File: config.mk
export PLATFORM = sky130hd
export DESIGN_NAME = vending_machine
export DESIGN_NICKNAME = d
export VERILOG_FILES = /design/src/design/vending_pkg.sv /design/src/design/window_timer.sv /design/src/design/key_entry.sv /design/src/design/slot_inventory.sv /design/src/design/vend_sequencer.sv /design/src/design/vending_machine.sv
export VERILOG_INCLUDE_DIRS = /design/src /design/src/design
export SDC_FILE = /design/constraint.sdc
export NUM_CORES = 1
export LEC_CHECK = 0
export ABC_CLOCK_PERIOD_IN_PS = 2100
export BUFFER_PORTS_ARGS = -buffer_cell sky130_fd_sc_hd__buf_2
export CORE_MARGIN = 2
export CORE_UTILIZATION = 40
export CTS_BUF_LIST = sky130_fd_sc_hd__clkbuf_8
export DETAILED_ROUTE_END_ITERATION = 6
export PLACE_DENSITY_LB_ADDON = 0.15
export SETUP_SLACK_MARGIN = 0.4
export SYNTH_ARGS = -nofsm -noshare
export SYNTH_HDL_FRONTEND = slang
export SYNTH_SLANG_ARGS = --single-unit
export TNS_END_PERCENT = 10
File: constraint.sdc
create_clock -name CLK -period 2.1 [get_ports CLK]
set_input_delay 0.315 -clock CLK [delete_from_list [all_inputs] [get_ports CLK]]
set_output_delay 0.315 -clock CLK [all_outputs]
set_load 0.02 [all_outputs]
File: src/design/vending_consts.svh
`ifndef VENDING_CONSTS_SVH
`define VENDING_CONSTS_SVH

// Number of snack slots, coded 00 to 19
`define SLOT_COUNT 20

// Weight of the first keyed digit when the slot code is formed
`define DIGIT_RADIX 10

// Units placed in every slot by a reload
`define STOCK_FULL 10

// Cycles allowed for each digit, for the bank approval and for the door
`define ENTRY_WINDOW 5

// Each band macro gives the first slot of the next higher price
// Slots below the first band cost 1 and slots from the last band on cost 6
`define PRICE_BAND_1 4
`define PRICE_BAND_2 8
`define PRICE_BAND_3 12
`define PRICE_BAND_4 16
`define PRICE_BAND_5 18

`endif

File: src/design/vending_pkg.sv
`default_nettype none

package vending_pkg;

	// One digit from the keypad
	typedef logic [3:0] digit_t;

	// Combined slot code
	// Wide enough for the largest keyable pair 15 * 10 + 15
	typedef logic [7:0] slot_code_t;

	// Units left in one slot, up to a full load of ten
	typedef logic [3:0] stock_t;

	// Price shown on COST, from 1 to 6
	typedef logic [2:0] price_t;

	// Cycle count inside one waiting window
	typedef logic [2:0] window_count_t;

	// Transaction states of the sequencer
	typedef enum logic [3:0] {
		st_idle,
		st_cleared,
		st_reloading,
		st_entering,
		st_checking,
		st_rejected,
		st_awaiting_approval,
		st_vending,
		st_door_open,
		st_declined
	} vend_state_t;

endpackage

`default_nettype wire

File: src/design/window_timer.sv
`timescale 1ns/10ps
`default_nettype none

`include "vending_consts.svh"

// Counts the cycles of one waiting window and flags the last one
module window_timer
	import vending_pkg::*;
(
	input  wire logic CLK,
	input  wire logic RESET,
	input  wire logic restart,
	input  wire logic run,
	output logic      expired
);

	window_count_t count_q;

	// The window runs out on the cycle the count sits at its last value while running
	// The owner sees the flag in that same cycle and may still accept an input there
	assign expired = run && (count_q == window_count_t'(`ENTRY_WINDOW - 1));

	always_ff @(posedge CLK)
	begin
		// Restart wins over run so a new window always begins from zero
		if (RESET || restart)
			count_q <= '0;
		else if (run)
		begin
			// Wrap to zero after the last cycle so the flag is a single pulse
			if (expired)
				count_q <= '0;
			else
				count_q <= count_q + window_count_t'(1);
		end
	end

endmodule

`default_nettype wire

File: src/design/key_entry.sv
`timescale 1ns/10ps
`default_nettype none

`include "vending_consts.svh"

// Takes two keyed digits, each inside its own window, and forms the slot code
module key_entry
	import vending_pkg::*;
(
	input  wire logic       CLK,
	input  wire logic       RESET,
	input  wire logic       entry_start,
	input  wire logic       key_press,
	input  wire digit_t     item_code,
	output logic            code_ready,
	output logic            entry_timeout,
	output slot_code_t      slot_code
);

	// Local two step machine, idle between transactions
	typedef enum logic [1:0] {
		key_idle,
		key_first,
		key_second
	} entry_state_t;

	entry_state_t state_q;
	digit_t       first_digit_q;
	logic         key_taken;
	logic         window_restart;
	logic         window_run;
	logic         window_expired;

	// A key only counts while a digit is awaited
	// The entry_start cycle itself is not part of any window
	assign key_taken = key_press && (state_q != key_idle) && !entry_start;

	// Each accepted digit opens a fresh window for the next one
	assign window_restart = entry_start || key_taken;
	assign window_run = (state_q != key_idle);

	window_timer digit_timer_inst (
		.CLK     (CLK),
		.RESET   (RESET),
		.restart (window_restart),
		.run     (window_run),
		.expired (window_expired)
	);

	always_ff @(posedge CLK)
	begin
		if (RESET)
		begin
			state_q <= key_idle;
			code_ready <= 1'b0;
			entry_timeout <= 1'b0;
		end
		else
		begin
			// Both answers are single cycle pulses
			code_ready <= 1'b0;
			entry_timeout <= 1'b0;
			if (entry_start)
				state_q <= key_first;
			else if (key_taken)
			begin
				case (state_q)
					key_first:
						state_q <= key_second;
					default:
					begin
						// Second digit is in so the code is complete
						state_q <= key_idle;
						code_ready <= 1'b1;
					end
				endcase
			end
			else if (window_expired)
			begin
				// Window ran out with no key in either digit position
				state_q <= key_idle;
				entry_timeout <= 1'b1;
			end
		end
	end

	// Digit capture and code forming
	// The code stays put until a later entry overwrites it
	always_ff @(posedge CLK)
	begin
		if (key_taken && (state_q == key_first))
			first_digit_q <= item_code;
		if (key_taken && (state_q == key_second))
			slot_code <= slot_code_t'(first_digit_q) * slot_code_t'(`DIGIT_RADIX)
				+ slot_code_t'(item_code);
	end

endmodule

`default_nettype wire

File: src/design/slot_inventory.sv
`timescale 1ns/10ps
`default_nettype none

`include "vending_consts.svh"

// Stock per slot with clear, reload and decrement, plus the selection check
module slot_inventory
	import vending_pkg::*;
(
	input  wire logic       CLK,
	input  wire logic       RESET,
	input  wire logic       stock_clear,
	input  wire logic       stock_fill,
	input  wire logic       selection_check,
	input  wire logic       vend_take,
	input  wire slot_code_t slot_code,
	output logic            slot_ok,
	output price_t          slot_price
);

	stock_t stock_q [`SLOT_COUNT];
	stock_t selected_stock;
	logic   in_range;

	// Price from the slot bands
	// Codes past the last slot fall in the top band but are never accepted
	function automatic price_t band_price(input slot_code_t code);
		price_t price;
		if (code < slot_code_t'(`PRICE_BAND_1))
			price = price_t'(1);
		else if (code < slot_code_t'(`PRICE_BAND_2))
			price = price_t'(2);
		else if (code < slot_code_t'(`PRICE_BAND_3))
			price = price_t'(3);
		else if (code < slot_code_t'(`PRICE_BAND_4))
			price = price_t'(4);
		else if (code < slot_code_t'(`PRICE_BAND_5))
			price = price_t'(5);
		else
			price = price_t'(6);
		return price;
	endfunction

	assign in_range = (slot_code < slot_code_t'(`SLOT_COUNT));

	// Read mux over the table
	// The code is compared against every slot so no index ever leaves the table
	always_comb
	begin
		selected_stock = '0;
		for (int i = 0; i < `SLOT_COUNT; i++)
		begin
			if (slot_code == slot_code_t'(i))
				selected_stock = stock_q[i];
		end
	end

	// Stock table
	// Clearing beats reload and reload beats a vend
	always_ff @(posedge CLK)
	begin
		for (int i = 0; i < `SLOT_COUNT; i++)
		begin
			if (RESET || stock_clear)
				stock_q[i] <= '0;
			else if (stock_fill)
				stock_q[i] <= stock_t'(`STOCK_FULL);
			else if (vend_take && (slot_code == slot_code_t'(i)) && (stock_q[i] != '0))
				stock_q[i] <= stock_q[i] - stock_t'(1);
		end
	end

	// Result of the check is held until the next check
	always_ff @(posedge CLK)
	begin
		if (RESET)
			slot_ok <= 1'b0;
		else if (selection_check)
			slot_ok <= in_range && (selected_stock != '0);
	end

	// Price is captured with the check so it matches the held verdict
	always_ff @(posedge CLK)
	begin
		if (selection_check)
			slot_price <= band_price(slot_code);
	end

endmodule

`default_nettype wire

File: src/design/vend_sequencer.sv
`timescale 1ns/10ps
`default_nettype none

// Transaction FSM of the vending controller
// It owns the four machine outputs and steers key entry and the inventory
module vend_sequencer
	import vending_pkg::*;
(
	input  wire logic   CLK,
	input  wire logic   RESET,
	input  wire logic   card_in,
	input  wire logic   valid_tran,
	input  wire logic   door_open,
	input  wire logic   reload,
	input  wire logic   code_ready,
	input  wire logic   entry_timeout,
	input  wire logic   slot_ok,
	input  wire price_t slot_price,
	output logic        entry_start,
	output logic        selection_check,
	output logic        vend_take,
	output logic        stock_clear,
	output logic        stock_fill,
	output logic        vend,
	output logic        invalid_sel,
	output logic        failed_tran,
	output price_t      cost
);

	vend_state_t state_q;
	vend_state_t state_d;
	logic        wait_restart;
	logic        wait_run;
	logic        wait_expired;

	always_comb
	begin
		state_d = state_q;
		case (state_q)
			// One cycle to empty the table after reset
			st_cleared:
				state_d = st_idle;
			st_idle:
			begin
				// Reload has priority over a new card
				if (reload)
					state_d = st_reloading;
				else if (card_in)
					state_d = st_entering;
			end
			st_reloading:
				state_d = st_idle;
			st_entering:
			begin
				if (entry_timeout)
					state_d = st_rejected;
				else if (code_ready)
					state_d = st_checking;
			end
			// The check result from the inventory is valid in this state
			st_checking:
			begin
				if (slot_ok)
					state_d = st_awaiting_approval;
				else
					state_d = st_rejected;
			end
			st_rejected:
				state_d = st_idle;
			st_awaiting_approval:
			begin
				// Approval on the last window cycle still counts
				if (valid_tran)
					state_d = st_vending;
				else if (wait_expired)
					state_d = st_declined;
			end
			st_vending:
			begin
				// Door never opened so the item is left and the machine gives up
				if (door_open)
					state_d = st_door_open;
				else if (wait_expired)
					state_d = st_idle;
			end
			st_door_open:
			begin
				if (!door_open)
					state_d = st_idle;
			end
			st_declined:
				state_d = st_idle;
			default:
				state_d = st_idle;
		endcase
	end

	// Inventory controls follow the state and the inputs directly
	assign selection_check = (state_q == st_entering) && code_ready;
	assign vend_take = (state_q == st_awaiting_approval) && valid_tran;
	assign stock_clear = (state_q == st_cleared);
	assign stock_fill = (state_q == st_reloading);

	// One timer serves the approval window and the door window
	// Every state change restarts it so each wait opens fresh
	assign wait_restart = (state_d != state_q);
	assign wait_run = (state_q == st_awaiting_approval) || (state_q == st_vending);

	window_timer wait_timer_inst (
		.CLK     (CLK),
		.RESET   (RESET),
		.restart (wait_restart),
		.run     (wait_run),
		.expired (wait_expired)
	);

	always_ff @(posedge CLK)
	begin
		if (RESET)
		begin
			state_q <= st_cleared;
			entry_start <= 1'b0;
			vend <= 1'b0;
			invalid_sel <= 1'b0;
			failed_tran <= 1'b0;
			cost <= '0;
		end
		else
		begin
			state_q <= state_d;
			// Pulse on the way into digit entry
			entry_start <= (state_q == st_idle) && (state_d == st_entering);
			// Outputs are registered copies of the next state
			vend <= (state_d == st_vending);
			invalid_sel <= (state_d == st_rejected);
			failed_tran <= (state_d == st_declined);
			// Price shows from the approval wait until the machine is idle again
			if ((state_q == st_checking) && (state_d == st_awaiting_approval))
				cost <= slot_price;
			else if (state_d == st_idle)
				cost <= '0;
		end
	end

endmodule

`default_nettype wire

File: src/design/vending_machine.sv
`timescale 1ns/10ps
`default_nettype none

// Top of the snack vending controller
// Key entry feeds the sequencer and the sequencer drives the inventory and outputs
module vending_machine
	import vending_pkg::*;
(
	input  wire logic   CLK,
	input  wire logic   RESET,
	input  wire logic   CARD_IN,
	input  wire logic   VALID_TRAN,
	input  wire digit_t ITEM_CODE,
	input  wire logic   KEY_PRESS,
	input  wire logic   DOOR_OPEN,
	input  wire logic   RELOAD,
	output wire logic   VEND,
	output wire logic   INVALID_SEL,
	output wire logic   FAILED_TRAN,
	output wire price_t COST
);

	// Key entry handshake
	logic       entry_start;
	logic       code_ready;
	logic       entry_timeout;
	slot_code_t slot_code;

	// Inventory controls and results
	logic       selection_check;
	logic       vend_take;
	logic       stock_clear;
	logic       stock_fill;
	logic       slot_ok;
	price_t     slot_price;

	key_entry key_entry_inst (
		.CLK           (CLK),
		.RESET         (RESET),
		.entry_start   (entry_start),
		.key_press     (KEY_PRESS),
		.item_code     (ITEM_CODE),
		.code_ready    (code_ready),
		.entry_timeout (entry_timeout),
		.slot_code     (slot_code)
	);

	slot_inventory slot_inventory_inst (
		.CLK             (CLK),
		.RESET           (RESET),
		.stock_clear     (stock_clear),
		.stock_fill      (stock_fill),
		.selection_check (selection_check),
		.vend_take       (vend_take),
		.slot_code       (slot_code),
		.slot_ok         (slot_ok),
		.slot_price      (slot_price)
	);

	vend_sequencer vend_sequencer_inst (
		.CLK             (CLK),
		.RESET           (RESET),
		.card_in         (CARD_IN),
		.valid_tran      (VALID_TRAN),
		.door_open       (DOOR_OPEN),
		.reload          (RELOAD),
		.code_ready      (code_ready),
		.entry_timeout   (entry_timeout),
		.slot_ok         (slot_ok),
		.slot_price      (slot_price),
		.entry_start     (entry_start),
		.selection_check (selection_check),
		.vend_take       (vend_take),
		.stock_clear     (stock_clear),
		.stock_fill      (stock_fill),
		.vend            (VEND),
		.invalid_sel     (INVALID_SEL),
		.failed_tran     (FAILED_TRAN),
		.cost            (COST)
	);

endmodule

`default_nettype wire

==> results of run 1 <==
-- logic make-up (layout without fill, tap and decap cells) --
group	after synthesis	after routing	share of synthesized area [%]
compound gates	139	139	12.6
xor+xnor	49	49	6.33
fa+ha+maj	33	33	6.32
buf+inv	85	174	5.47
flops	117	117	48.6
mux	15	15	3.40
simple gates	252	252	17.3
-- layer usage --
metal	share of wire, %	up-vias	track usage, %
met5	0	-	0
met4	2.0	0	7.02
met3	3.9	28	3.89
met2	49	119	32.2
met1	45	2660	25.7
li1	-	2627	-
-- cell usage after synthesis, drive strengths merged, types with 2 or more instances --
master	n	share of area [%]
nor2	87	4.8
a21oi	31	2.3
a211oi	4	0.44
o211ai	8	0.89
a22o	2	0.26
nor3	30	2.2
a32oi	2	0.26
o311ai	3	0.39
clkbuf	23	2.0
edfxtp	95	42
a22oi	4	0.44
ha	31	5.7
nand3	20	1.5
nand2b	6	0.55
and3	4	0.37
nand4	5	0.46
nand3b	4	0.44
fa	2	0.59
nor4	5	0.46
or4	4	0.44
o31ai	4	0.44
inv	60	3.3
o21ai	57	4.2
dfxtp	22	6.5
a31oi	3	0.28
a21o	2	0.22
xnor2	47	6.1
and3b	2	0.26
o22a	2	0.26
o22ai	2	0.18
a31o	2	0.26
nand2	65	3.6
nor2b	7	0.65
o2111ai	2	0.26
mux2i	8	1.2
mux4	6	2.0
or2	3	0.28
xor2	2	0.26
-- per-stage QoR --
step                TNS (ns)  setup WS [ns]  cells  hold WS (ns)
floorplan            -0.0960        -0.0960    690         0.391
global placement      -0.216        -0.0479    963         0.456
detailed placement    -0.233        -0.0761    963         0.471
CTS                  -0.0863        -0.0816    998        0.0292
global route          -0.354         -0.161    999        0.0357
finish               -0.0743        -0.0743    999        0.0588
-- worst paths after layout --
check | startpoint | end | cells after the start
worst min register to register | key_entry_inst.digit_timer_inst.count_q[2]$_SDFFE_PP0N_ | key_entry_inst.entry_timeout$_SDFF_PP0_ | 2
worst max-delay path | key_entry_inst.first_digit_q[3]$_DFFE_PP_ | key_entry_inst.slot_code[7]$_DFFE_PP_ | 7
worst min-delay path | ITEM_CODE[0] | key_entry_inst.first_digit_q[0]$_DFFE_PP_ | 1
worst max register to register | key_entry_inst.first_digit_q[3]$_DFFE_PP_ | key_entry_inst.slot_code[7]$_DFFE_PP_ | 7
-- sequential cells by signal, indices dropped and copies added, names as in the netlist, 3 cells and up --
name,count
key_entry_inst.slot_code,8
key_entry_inst.digit_timer_inst.count_q,3
vend_sequencer_inst.cost,3
slot_inventory_inst.stock_q,80
key_entry_inst.first_digit_q,4
vend_sequencer_inst.state_q,4
slot_inventory_inst.slot_price,3
vend_sequencer_inst.wait_timer_inst.count_q,3
-- power by group through the flow --
stage                     clock network (mW)  registers (mW)  logic (mW)
final                                   2.20            2.90       0.939
after global placement                     0            2.93       0.741
after floorplan                            0            2.87       0.606
after CTS                               2.25            2.89       0.888
after detailed placement                   0            2.94       0.766
after global routing                    2.35            2.93        1.04
-- area by class of cell --
cell class              count  area, µm²
clock buffers              19        262
well taps                 220        275
inverters                  61        229
clock inverters            13        156
repair buffers             81        739
multi-input cells         488       3940
flip-flops and latches    117       3300
fillers                  1504       7680
-- critical path: cells and delay by family, from the launching register on --
kind / cells / cell delay, ns
AO/OA/AOI/OAI: 2 / 0.36
adder cells (fa/ha/maj): 3 / 0.98
flip-flops: 1 / 0.39
multiplexers: 1 / 0.12
AND/OR/NAND/NOR: 1 / 0.08
-- what timing repair did --
action | in CTS | in global routing
gates cloned | 0 | 0
buffers inserted | 3 | 1
resized for setup | 185 | 61
endpoints found under the setup margin | 176 | 173
pin swaps | 94 | 87
==> flow_summary.json, run 1 <==
{
  "regToRegSetupSlack_ns": -0.07,
  "postLayoutCoreUtil_pct": 53.7,
  "critPathCaptureType": "flip-flop",
  "dr_total_vias": 5434,
  "setup_viol": 1,
  "initial_core_util_pct": 40.9,
  "rsz0062_at_grt": "yes",
  "status": "complete, but fails checks",
  "drv_slew": 0,
  "period_minus_slack_ns": 2.17,
  "drive_gt1_share_pct": 33.5,
  "hold_viol": 0,
  "maxCapViolations": 0,
  "area.growth.synth_to_final_pct": 31.4,
  "crit_arrival_ns": 2.38,
  "dp_hpwl_um": 11900,
  "power_frac_comb_pct": 15.5,
  "n_antenna_cell": 0,
  "dr.pass1.iters": 5,
  "via_per_inst": 5.44,
  "path_cells": "ha_1 > ha_2 > fa_1 > nand2_1 > o21bai_4 > mux2i_1 > a22o_1",
  "hold_buffers": 0,
  "final_common_cell": "edfxtp_1",
  "maxSlewHeadroom_pct": 70.0,
  "switching_share_pct": 28.2,
  "grt-ovfl-total": 0,
  "cts_buffers": 17,
  "cts_tree": "done",
  "cp-start-kind": "flip-flop",
  "pwr-share-seq_pct": 48.1,
  "ys_seq_area_share_pct": 48.6,
  "max_freq_mhz": 460,
  "drc": 0,
  "cpMaxStageDelayCell": "fa_1",
  "synth_area_um2": 6780,
  "synthArstFlopShare_pct": 0,
  "drtIter0Drc": 330,
  "cts.sinks": 117,
  "hp-class": "in2reg",
  "cpPeakStageDelay_ns": 0.49,
  "synth_area_per_cell_um2": 9.82,
  "numPortBuffers": 16,
  "total_power_mw": 6.04,
  "post_dp_cell_area_um2": 7610,
  "final_area_um2": 8900,
  "gp_congestion": 0.857,
  "period_share_pct": 104,
  "layout_setup_ws_ns": -0.0743,
  "ant_nets": 0,
  "clkLatencyLatePin_ns": 0.45,
  "vdd_drop_max_mv": 0.357,
  "crit_fanout": 2,
  "routed_wirelength_um": 16700,
  "synth_edf_count": 95,
  "grt_max_degree": 41,
  "p_clk_share_pct": 36.4,
  "critPathKind": "reg2reg",
  "antenna_found_initial": 0,
  "final_cell_mix": "edfxtp_1 (95), inv_1 (59), nor2_1 (52)",
  "powerDensity_nw_per_um2": 678,
  "synth.distinct_cells": 65,
  "clk_path_buf_depth": 2,
  "synth_nets": 734,
  "grtUsageTotal_pct": 19.6,
  "die_h_um": 134,
  "netlist_instances": 690,
  "grt_pass1_vias": 5474,
  "skew_ns": 0.00839,
  "pin_count": 17,
  "synthFlopType": "edfxtp_1",
  "wl_per_cell_um": 16.8,
  "synth_seq_cells": 117,
  "die_w_um": 134,
  "core_um2": 16600,
  "dieArea_um2": 18000,
  "htreeDepth": 4,
  "nets": 810,
  "placementRows": 47,
  "root_buffer": "clkbuf_8",
  "worst_pin_slew_ns": 0.447,
  "intPower_mw": 4.34,
  "total_leakage_power_nw": 3.32,
  "switchingPower_mw": 1.70,
  "worstPathRequired_ns": 2.30,
  "grt_pass1_wl_um": 27800,
  "ys_warn_count": 0,
  "path_clk_slew_ns": 0.07,
  "failed_checks": "negative setup slack"
}
No activity file was read; power rests on OpenSTA's default activity.
==> inputs of run 2 (changes only) <==
--- a/config.mk
+++ b/config.mk
@@ -14,6 +14,7 @@
 export DETAILED_ROUTE_END_ITERATION = 6
 export PLACE_DENSITY_LB_ADDON = 0.15
 export SETUP_SLACK_MARGIN = 0.4
+export SKIP_CTS_REPAIR_TIMING = 1
 export SYNTH_ARGS = -nofsm -noshare
 export SYNTH_HDL_FRONTEND = slang
 export SYNTH_SLANG_ARGS = --single-unit
==> run 2 against run 1 <==
The flow still finishes with violations (negative setup slack); register-to-register slack improved by 0.02 ns; sequential share of layout area increased by 0.32 points; routed wire length increased by 0.82%; global-route usage decreased by 0.32 points; sequential power about the same; die area unchanged; fmax increased by 0.78%; critical path depth unchanged; non-clock buffer count decreased by 2; setup slack improved by 0.017 ns; combinational power decreased by 3.1%; critical endpoint unchanged; largest power group unchanged.
==> flow_summary.json, run 2 (same netlist as run 1, synthesis figures left out) <==
{
  "status": "complete, but fails checks",
  "failed_checks": "negative setup slack",
  "maxSlewHeadroom_pct": 64.7,
  "tns_ns": -0.0574,
  "maxCapViolations": 0,
  "via_per_inst": 5.46,
  "hp-class": "in2reg",
  "grt_max_degree": 41,
  "use_met3_pct": 3.85,
  "worstPathRequired_ns": 2.31,
  "drive_gt1_share_pct": 31.4,
  "htreeDepth": 4,
  "routed_wirelength_um": 16900,
  "dr_total_vias": 5445,
  "grt_pass1_vias": 5394,
  "cts_tree": "done",
  "skew_ns": 0.00928,
  "total_power_mw": 6.01,
  "die_h_um": 134,
  "grt-ovfl-total": 0,
  "ant_nets": 0,
  "top_regs": "slot_inventory_inst.stock_q (80), key_entry_inst.slot_code (8)",
  "root_buffer": "clkbuf_8",
  "dp_hpwl_um": 11900,
  "critPathKind": "reg2reg",
  "n_antenna_cell": 0,
  "crit_arrival_ns": 2.37,
  "multi_input_area_um2": 3900,
  "clkLatencyLatePin_ns": 0.45,
  "period_share_pct": 103,
  "met1_usage_pct": 25.6,
  "pin_count": 17,
  "grt_busiest_layer": "met2",
  "final_common_cell": "edfxtp_1",
  "initial_core_util_pct": 40.9,
  "crit_fanout": 2,
  "drv_slew": 0,
  "regToRegSetupSlack_ns": -0.06,
  "area.growth.synth_to_final_pct": 30.2,
  "gp_congestion": 0.857,
  "worst_pin_slew_ns": 0.525,
  "path_clk_slew_ns": 0.07,
  "layout_setup_ws_ns": -0.0574,
  "regArea_um2": 3300,
  "clk_path_buf_depth": 2,
  "cts_buffers": 17,
  "nets": 808,
  "dieArea_um2": 18000,
  "met2_usage_pct": 31.3,
  "cp-start-kind": "flip-flop",
  "drc": 0,
  "largest_reg_flops": 80,
  "period_minus_slack_ns": 2.16,
  "setup_viol": 1,
  "dr.pass1.iters": 5,
  "rsz0062_at_grt": "yes",
  "drtIter0Drc": 304,
  "fillers": 1510,
  "core_um2": 16600,
  "vdd_drop_max_mv": 0.350,
  "hold_viol": 0,
  "antenna_found_initial": 0,
  "grtUsageTotal_pct": 19.2,
  "largest_register": "slot_inventory_inst.stock_q",
  "cts.sinks": 117,
  "grt_pass1_wl_um": 27300,
  "max_freq_mhz": 464,
  "final_cell_mix": "edfxtp_1 (95), inv_1 (58), nor2_1 (55)",
  "wl_per_cell_um": 16.9,
  "placementRows": 47,
  "powerDensity_nw_per_um2": 681,
  "critPathCaptureType": "flip-flop",
  "total_leakage_power_nw": 3.27,
  "die_w_um": 134,
  "numPortBuffers": 16
}
run 2: per-stage QoR:
step | area [µm²] | setup WS [ns] | hold slack, ns | cells | utilization, %
after floorplan | 6890 | -0.0960 | 0.391 | 690 | -
after global placement | 7610 | -0.0479 | 0.456 | 963 | 45.9
after detailed placement | 7610 | -0.0761 | 0.471 | 963 | 45.9
after CTS | 8020 | -0.0816 | 0.0292 | 995 | 48.4
after global routing | 8820 | -0.122 | 0.0353 | 997 | 53.2
final | 8820 | -0.0574 | 0.0520 | 997 | 53.2
run 2: critical path, stage by stage, from the launching register on:
cell	delay, ns
edfxtp_1	0.44
ha_4	0.27
ha_4	0.16
fa_1	0.49
nand2_1	0.08
o21bai_4	0.18
mux2i_1	0.12
a22o_1	0.18
run 2: power by group:
| part | leakage [nW] | switching (mW) | total [mW] | internal, mW |
|---|---|---|---|---|
| sequential | 1.22 | 0.199 | 2.90 | 2.70 |
| combinational | 1.85 | 0.518 | 0.910 | 0.392 |
| clock | 0.201 | 0.970 | 2.20 | 1.23 |
run 2: final timing paths:
path,startpoint,end,cells after the start
max,key_entry_inst.first_digit_q[3]$_DFFE_PP_,key_entry_inst.slot_code[7]$_DFFE_PP_,7
min,ITEM_CODE[0],key_entry_inst.first_digit_q[0]$_DFFE_PP_,1
max reg2reg,key_entry_inst.first_digit_q[3]$_DFFE_PP_,key_entry_inst.slot_code[7]$_DFFE_PP_,7
min reg2reg,key_entry_inst.digit_timer_inst.count_q[2]$_SDFFE_PP0N_,key_entry_inst.entry_timeout$_SDFF_PP0_,2
run 2: final cells by class:
type | instances | area share, %
inverter | 61 | 2.59
clock inverter | 13 | 1.77
sequential | 117 | 37.4
timing repair buffer | 79 | 7.98
clock buffer | 19 | 2.96
tap | 220 | 3.12
multi-input combinational | 488 | 44.2
run 2: metal layers:
metal	vias to the layer above	wire, µm
li1	2628	-
met1	2677	7670
met2	117	8200
met3	23	712
met4	0	293
met5	-	0
==> inputs of run 3 (changes only) <==
--- a/config.mk
+++ b/config.mk
@@ -6,6 +6,7 @@
 export SDC_FILE = /design/constraint.sdc
 export NUM_CORES = 1
 export LEC_CHECK = 0
+export ABC_AREA = 1
 export ABC_CLOCK_PERIOD_IN_PS = 2100
 export BUFFER_PORTS_ARGS = -buffer_cell sky130_fd_sc_hd__buf_2
 export CORE_MARGIN = 2
==> run 3 against run 2 <==
The flow still finishes with violations (negative setup slack); critical path depth up 13; power decreased by 5.3%; largest power group unchanged; synthesized cell count is 13% higher; final cell count up 12%; highest routed layer unchanged; clock-buffer cell count unchanged; die area decreased by 0.55%; largest cell class unchanged.
==> flow_summary.json, run 3 <==
{
  "status": "complete, but fails checks",
  "failed_checks": "negative setup slack",
  "drive_gt1_share_pct": 29.7,
  "worst_hold_startpoint": "ITEM_CODE[1]",
  "grt_pass1_vias": 5419,
  "synthAdderAreaFrac_pct": 6.35,
  "die_w_um": 134,
  "top_regs": "slot_inventory_inst.stock_q (80), key_entry_inst.slot_code (8)",
  "synth_top_area_share_pct": 42.3,
  "n_antenna_cell": 0,
  "core_um2": 16500,
  "yosysTopAreaCell": "edfxtp_1",
  "numPortBuffers": 16,
  "grt_max_degree": 27,
  "multi_input_area_um2": 3360,
  "synth_compound_area_share_pct": 10.2,
  "rsz0062_at_grt": "yes",
  "reg2reg_to": "slot_inventory_inst.slot_ok$_SDFFE_PP0P_",
  "dieArea_um2": 17900,
  "synthFlopType": "edfxtp_1",
  "power_frac_comb_pct": 12.4,
  "largest_register": "slot_inventory_inst.stock_q",
  "synthMuxAreaShare_pct": 0,
  "dp_hpwl_um": 12000,
  "critPathCaptureType": "flip-flop",
  "dr_total_vias": 5713,
  "routed_wirelength_um": 17200,
  "htreeDepth": 4,
  "die_h_um": 134,
  "pwr-share-seq_pct": 49.3,
  "netlist_instances": 780,
  "drtIter0Drc": 331,
  "ys_warn_count": 0,
  "worstRegToRegCells": 20,
  "critPathKind": "reg2reg",
  "crit_fanout": 8,
  "yosysMostFrequentCell": "inv_1",
  "max_freq_mhz": 455,
  "final_common_cell": "inv_1",
  "period_share_pct": 105,
  "clk_path_buf_depth": 2,
  "synthArstFlopShare_pct": 0,
  "post_dp_cell_area_um2": 7510,
  "ys_seq_area_share_pct": 48.9,
  "maxCapViolations": 0,
  "fillers": 1530,
  "hold_path_end": "key_entry_inst.first_digit_q[1]$_DFFE_PP_",
  "initial_core_util_pct": 40.8,
  "cts_buffers": 17,
  "pin_count": 17,
  "total_leakage_power_nw": 3.60,
  "grtUsageTotal_pct": 18.6,
  "cts.sinks": 117,
  "root_buffer": "clkbuf_8",
  "cts_tree": "done",
  "reg2reg_from": "key_entry_inst.slot_code[6]$_DFFE_PP_",
  "worst_pin_slew_ns": 0.425,
  "largest_reg_flops": 80,
  "hold_viol": 0,
  "total_power_mw": 5.69,
  "path_clk_slew_ns": 0.08,
  "synth_seq_cells": 117,
  "skew_ns": 0.0108,
  "regArea_um2": 3310,
  "area.growth.synth_to_final_pct": 28.9,
  "yosys.area_share.simple_pct": 22.2,
  "gp_congestion": 0.876,
  "placementRows": 47,
  "synth_area_per_cell_um2": 8.64,
  "ys_top_cells_by_count": "inv_1 (129), nand2_1 (127), edfxtp_1 (95)",
  "setup_viol": 1,
  "period_minus_slack_ns": 2.20,
  "ant_nets": 0,
  "drc": 0,
  "synth_top_family_by_area": "simple AND/OR/NAND/NOR gates",
  "final_area_um2": 8680,
  "clkLatencyLatePin_ns": 0.45,
  "synth_area_leaders": "edfxtp_1 (42%), inv_1 (7.2%), nand2_1 (7.1%), dfxtp_1 (6.5%), ha_1 (5.8%)",
  "worstPathRequired_ns": 2.43,
  "nets": 930,
  "final_cell_mix": "inv_1 (115), nand2_1 (112), edfxtp_1 (95)",
  "worstHoldPathCells": 1,
  "via_per_inst": 5.11,
  "drv_slew": 0,
  "whs_ns": 0.0701,
  "synth_xor_area_share_pct": 3.90,
  "intPower_mw": 4.18,
  "synth_edf_count": 95,
  "antenna_found_initial": 0,
  "powerDensity_nw_per_um2": 656,
  "synth_nets": 824,
  "layout_setup_ws_ns": -0.0978,
  "vdd_drop_max_mv": 0.354,
  "crit_arrival_ns": 2.53,
  "synth_area_um2": 6740,
  "synth.distinct_cells": 35,
  "regToRegSetupSlack_ns": -0.1,
  "hp-class": "in2reg",
  "cp-start-kind": "flip-flop",
  "dr.pass1.iters": 5,
  "p_clk_share_pct": 38.3,
  "grt-ovfl-total": 0,
  "switchingPower_mw": 1.52,
  "switching_share_pct": 26.7,
  "maxSlewHeadroom_pct": 71.6,
  "wl_per_cell_um": 15.3,
  "grt_pass1_wl_um": 26200
}
run 3: cell count changes after synthesis, moves of 11 or more:
cell	change
o21ai_0	-11
nand2_1	+62
inv_1	+69
nand3_1	+24
xnor2_1	-40
xor2_1	+21
or2_2	+16
run 3: cells by family (layout without fill, tap and decap cells):
logic type	count (synthesis)	after routing
and+or+nand+nor	333	333
buffers and inverters	150	269
AOI/OAI and AO/OA	117	117
DFF	117	117
adders and majority gates	33	33
xor gates and xnor gates	30	30
run 3: how the worst max path moves through the flow:
stage	startpoint	endpoint	slack, ns	cells after the start
6_report	key_entry_inst.slot_code[6]$_DFFE_PP_	slot_inventory_inst.slot_ok$_SDFFE_PP0P_	-0.1	20
4_1_cts	key_entry_inst.slot_code[3]$_DFFE_PP_	slot_inventory_inst.slot_ok$_SDFFE_PP0P_	-0.15	19
3_3_place_gp	key_entry_inst.slot_code[3]$_DFFE_PP_	slot_inventory_inst.slot_ok$_SDFFE_PP0P_	-0.16	19
5_1_grt	key_entry_inst.slot_code[7]$_DFFE_PP_	slot_inventory_inst.slot_ok$_SDFFE_PP0P_	-0.33	20
2_1_floorplan	key_entry_inst.first_digit_q[3]$_DFFE_PP_	key_entry_inst.slot_code[6]$_DFFE_PP_	0.18	5
3_5_place_dp	key_entry_inst.slot_code[3]$_DFFE_PP_	slot_inventory_inst.slot_ok$_SDFFE_PP0P_	-0.12	19
run 3: cell type report:
class                           count  area share [%]
Clock buffer                       19            3.01
Clock inverter                     13            1.76
Inverter                          138            6.21
Multi-Input combinational cell    513            38.7
Sequential cell                   117            38.1
Tap cell                          220            3.17
Timing Repair Buffer               99            9.05
run 3: critical path: stages, from the launching register on:
cell and delay [ns]:
edfxtp_1 0.37, nor2_2 0.06, nand2_4 0.11, clkinvlp_4 0.16, buf_4 0.17, nand3_1 0.06, nand3_1 0.08, nor2_1 0.12
nand4_1 0.10, nand2_1 0.08, nand3_1 0.08, nand2_1 0.08, nand4_1 0.09, nand2_1 0.07, nand4_1 0.07, nor2_1 0.10
nand3_1 0.07, nand2_1 0.07, nand2_1 0.05, nand2_1 0.06, a21oi_2 0.05
run 3: power groups by stage:
stage               Sequential [mW]  Clock [mW]  Combinational (mW)
CTS                            2.80        2.25               0.609
global placement               2.84           0               0.580
global route                   2.83        2.32               0.812
detailed placement             2.85           0               0.602
floorplan                      2.81           0               0.456
finish                         2.81        2.18               0.708
run 3: through the flow:
step	worst slack (ns)	cells	utilization [%]	TNS [ns]
2_1_floorplan	0.176	780	-	0
4_1_cts	-0.148	1094	47.9	-0.511
6_report	-0.0978	1119	52.5	-0.0978
3_5_place_dp	-0.122	1062	45.4	-0.346
5_1_grt	-0.333	1119	52.5	-1.21
3_3_place_gp	-0.162	1062	45.4	-0.254
run 3: per-layer routing:
metal	global-route usage, %	up-vias	wire, µm
met5	0	-	0
met4	5.91	0	262
met3	4.01	25	595
met2	29.9	122	8190
met1	25.2	2718	8110
li1	-	2848	-
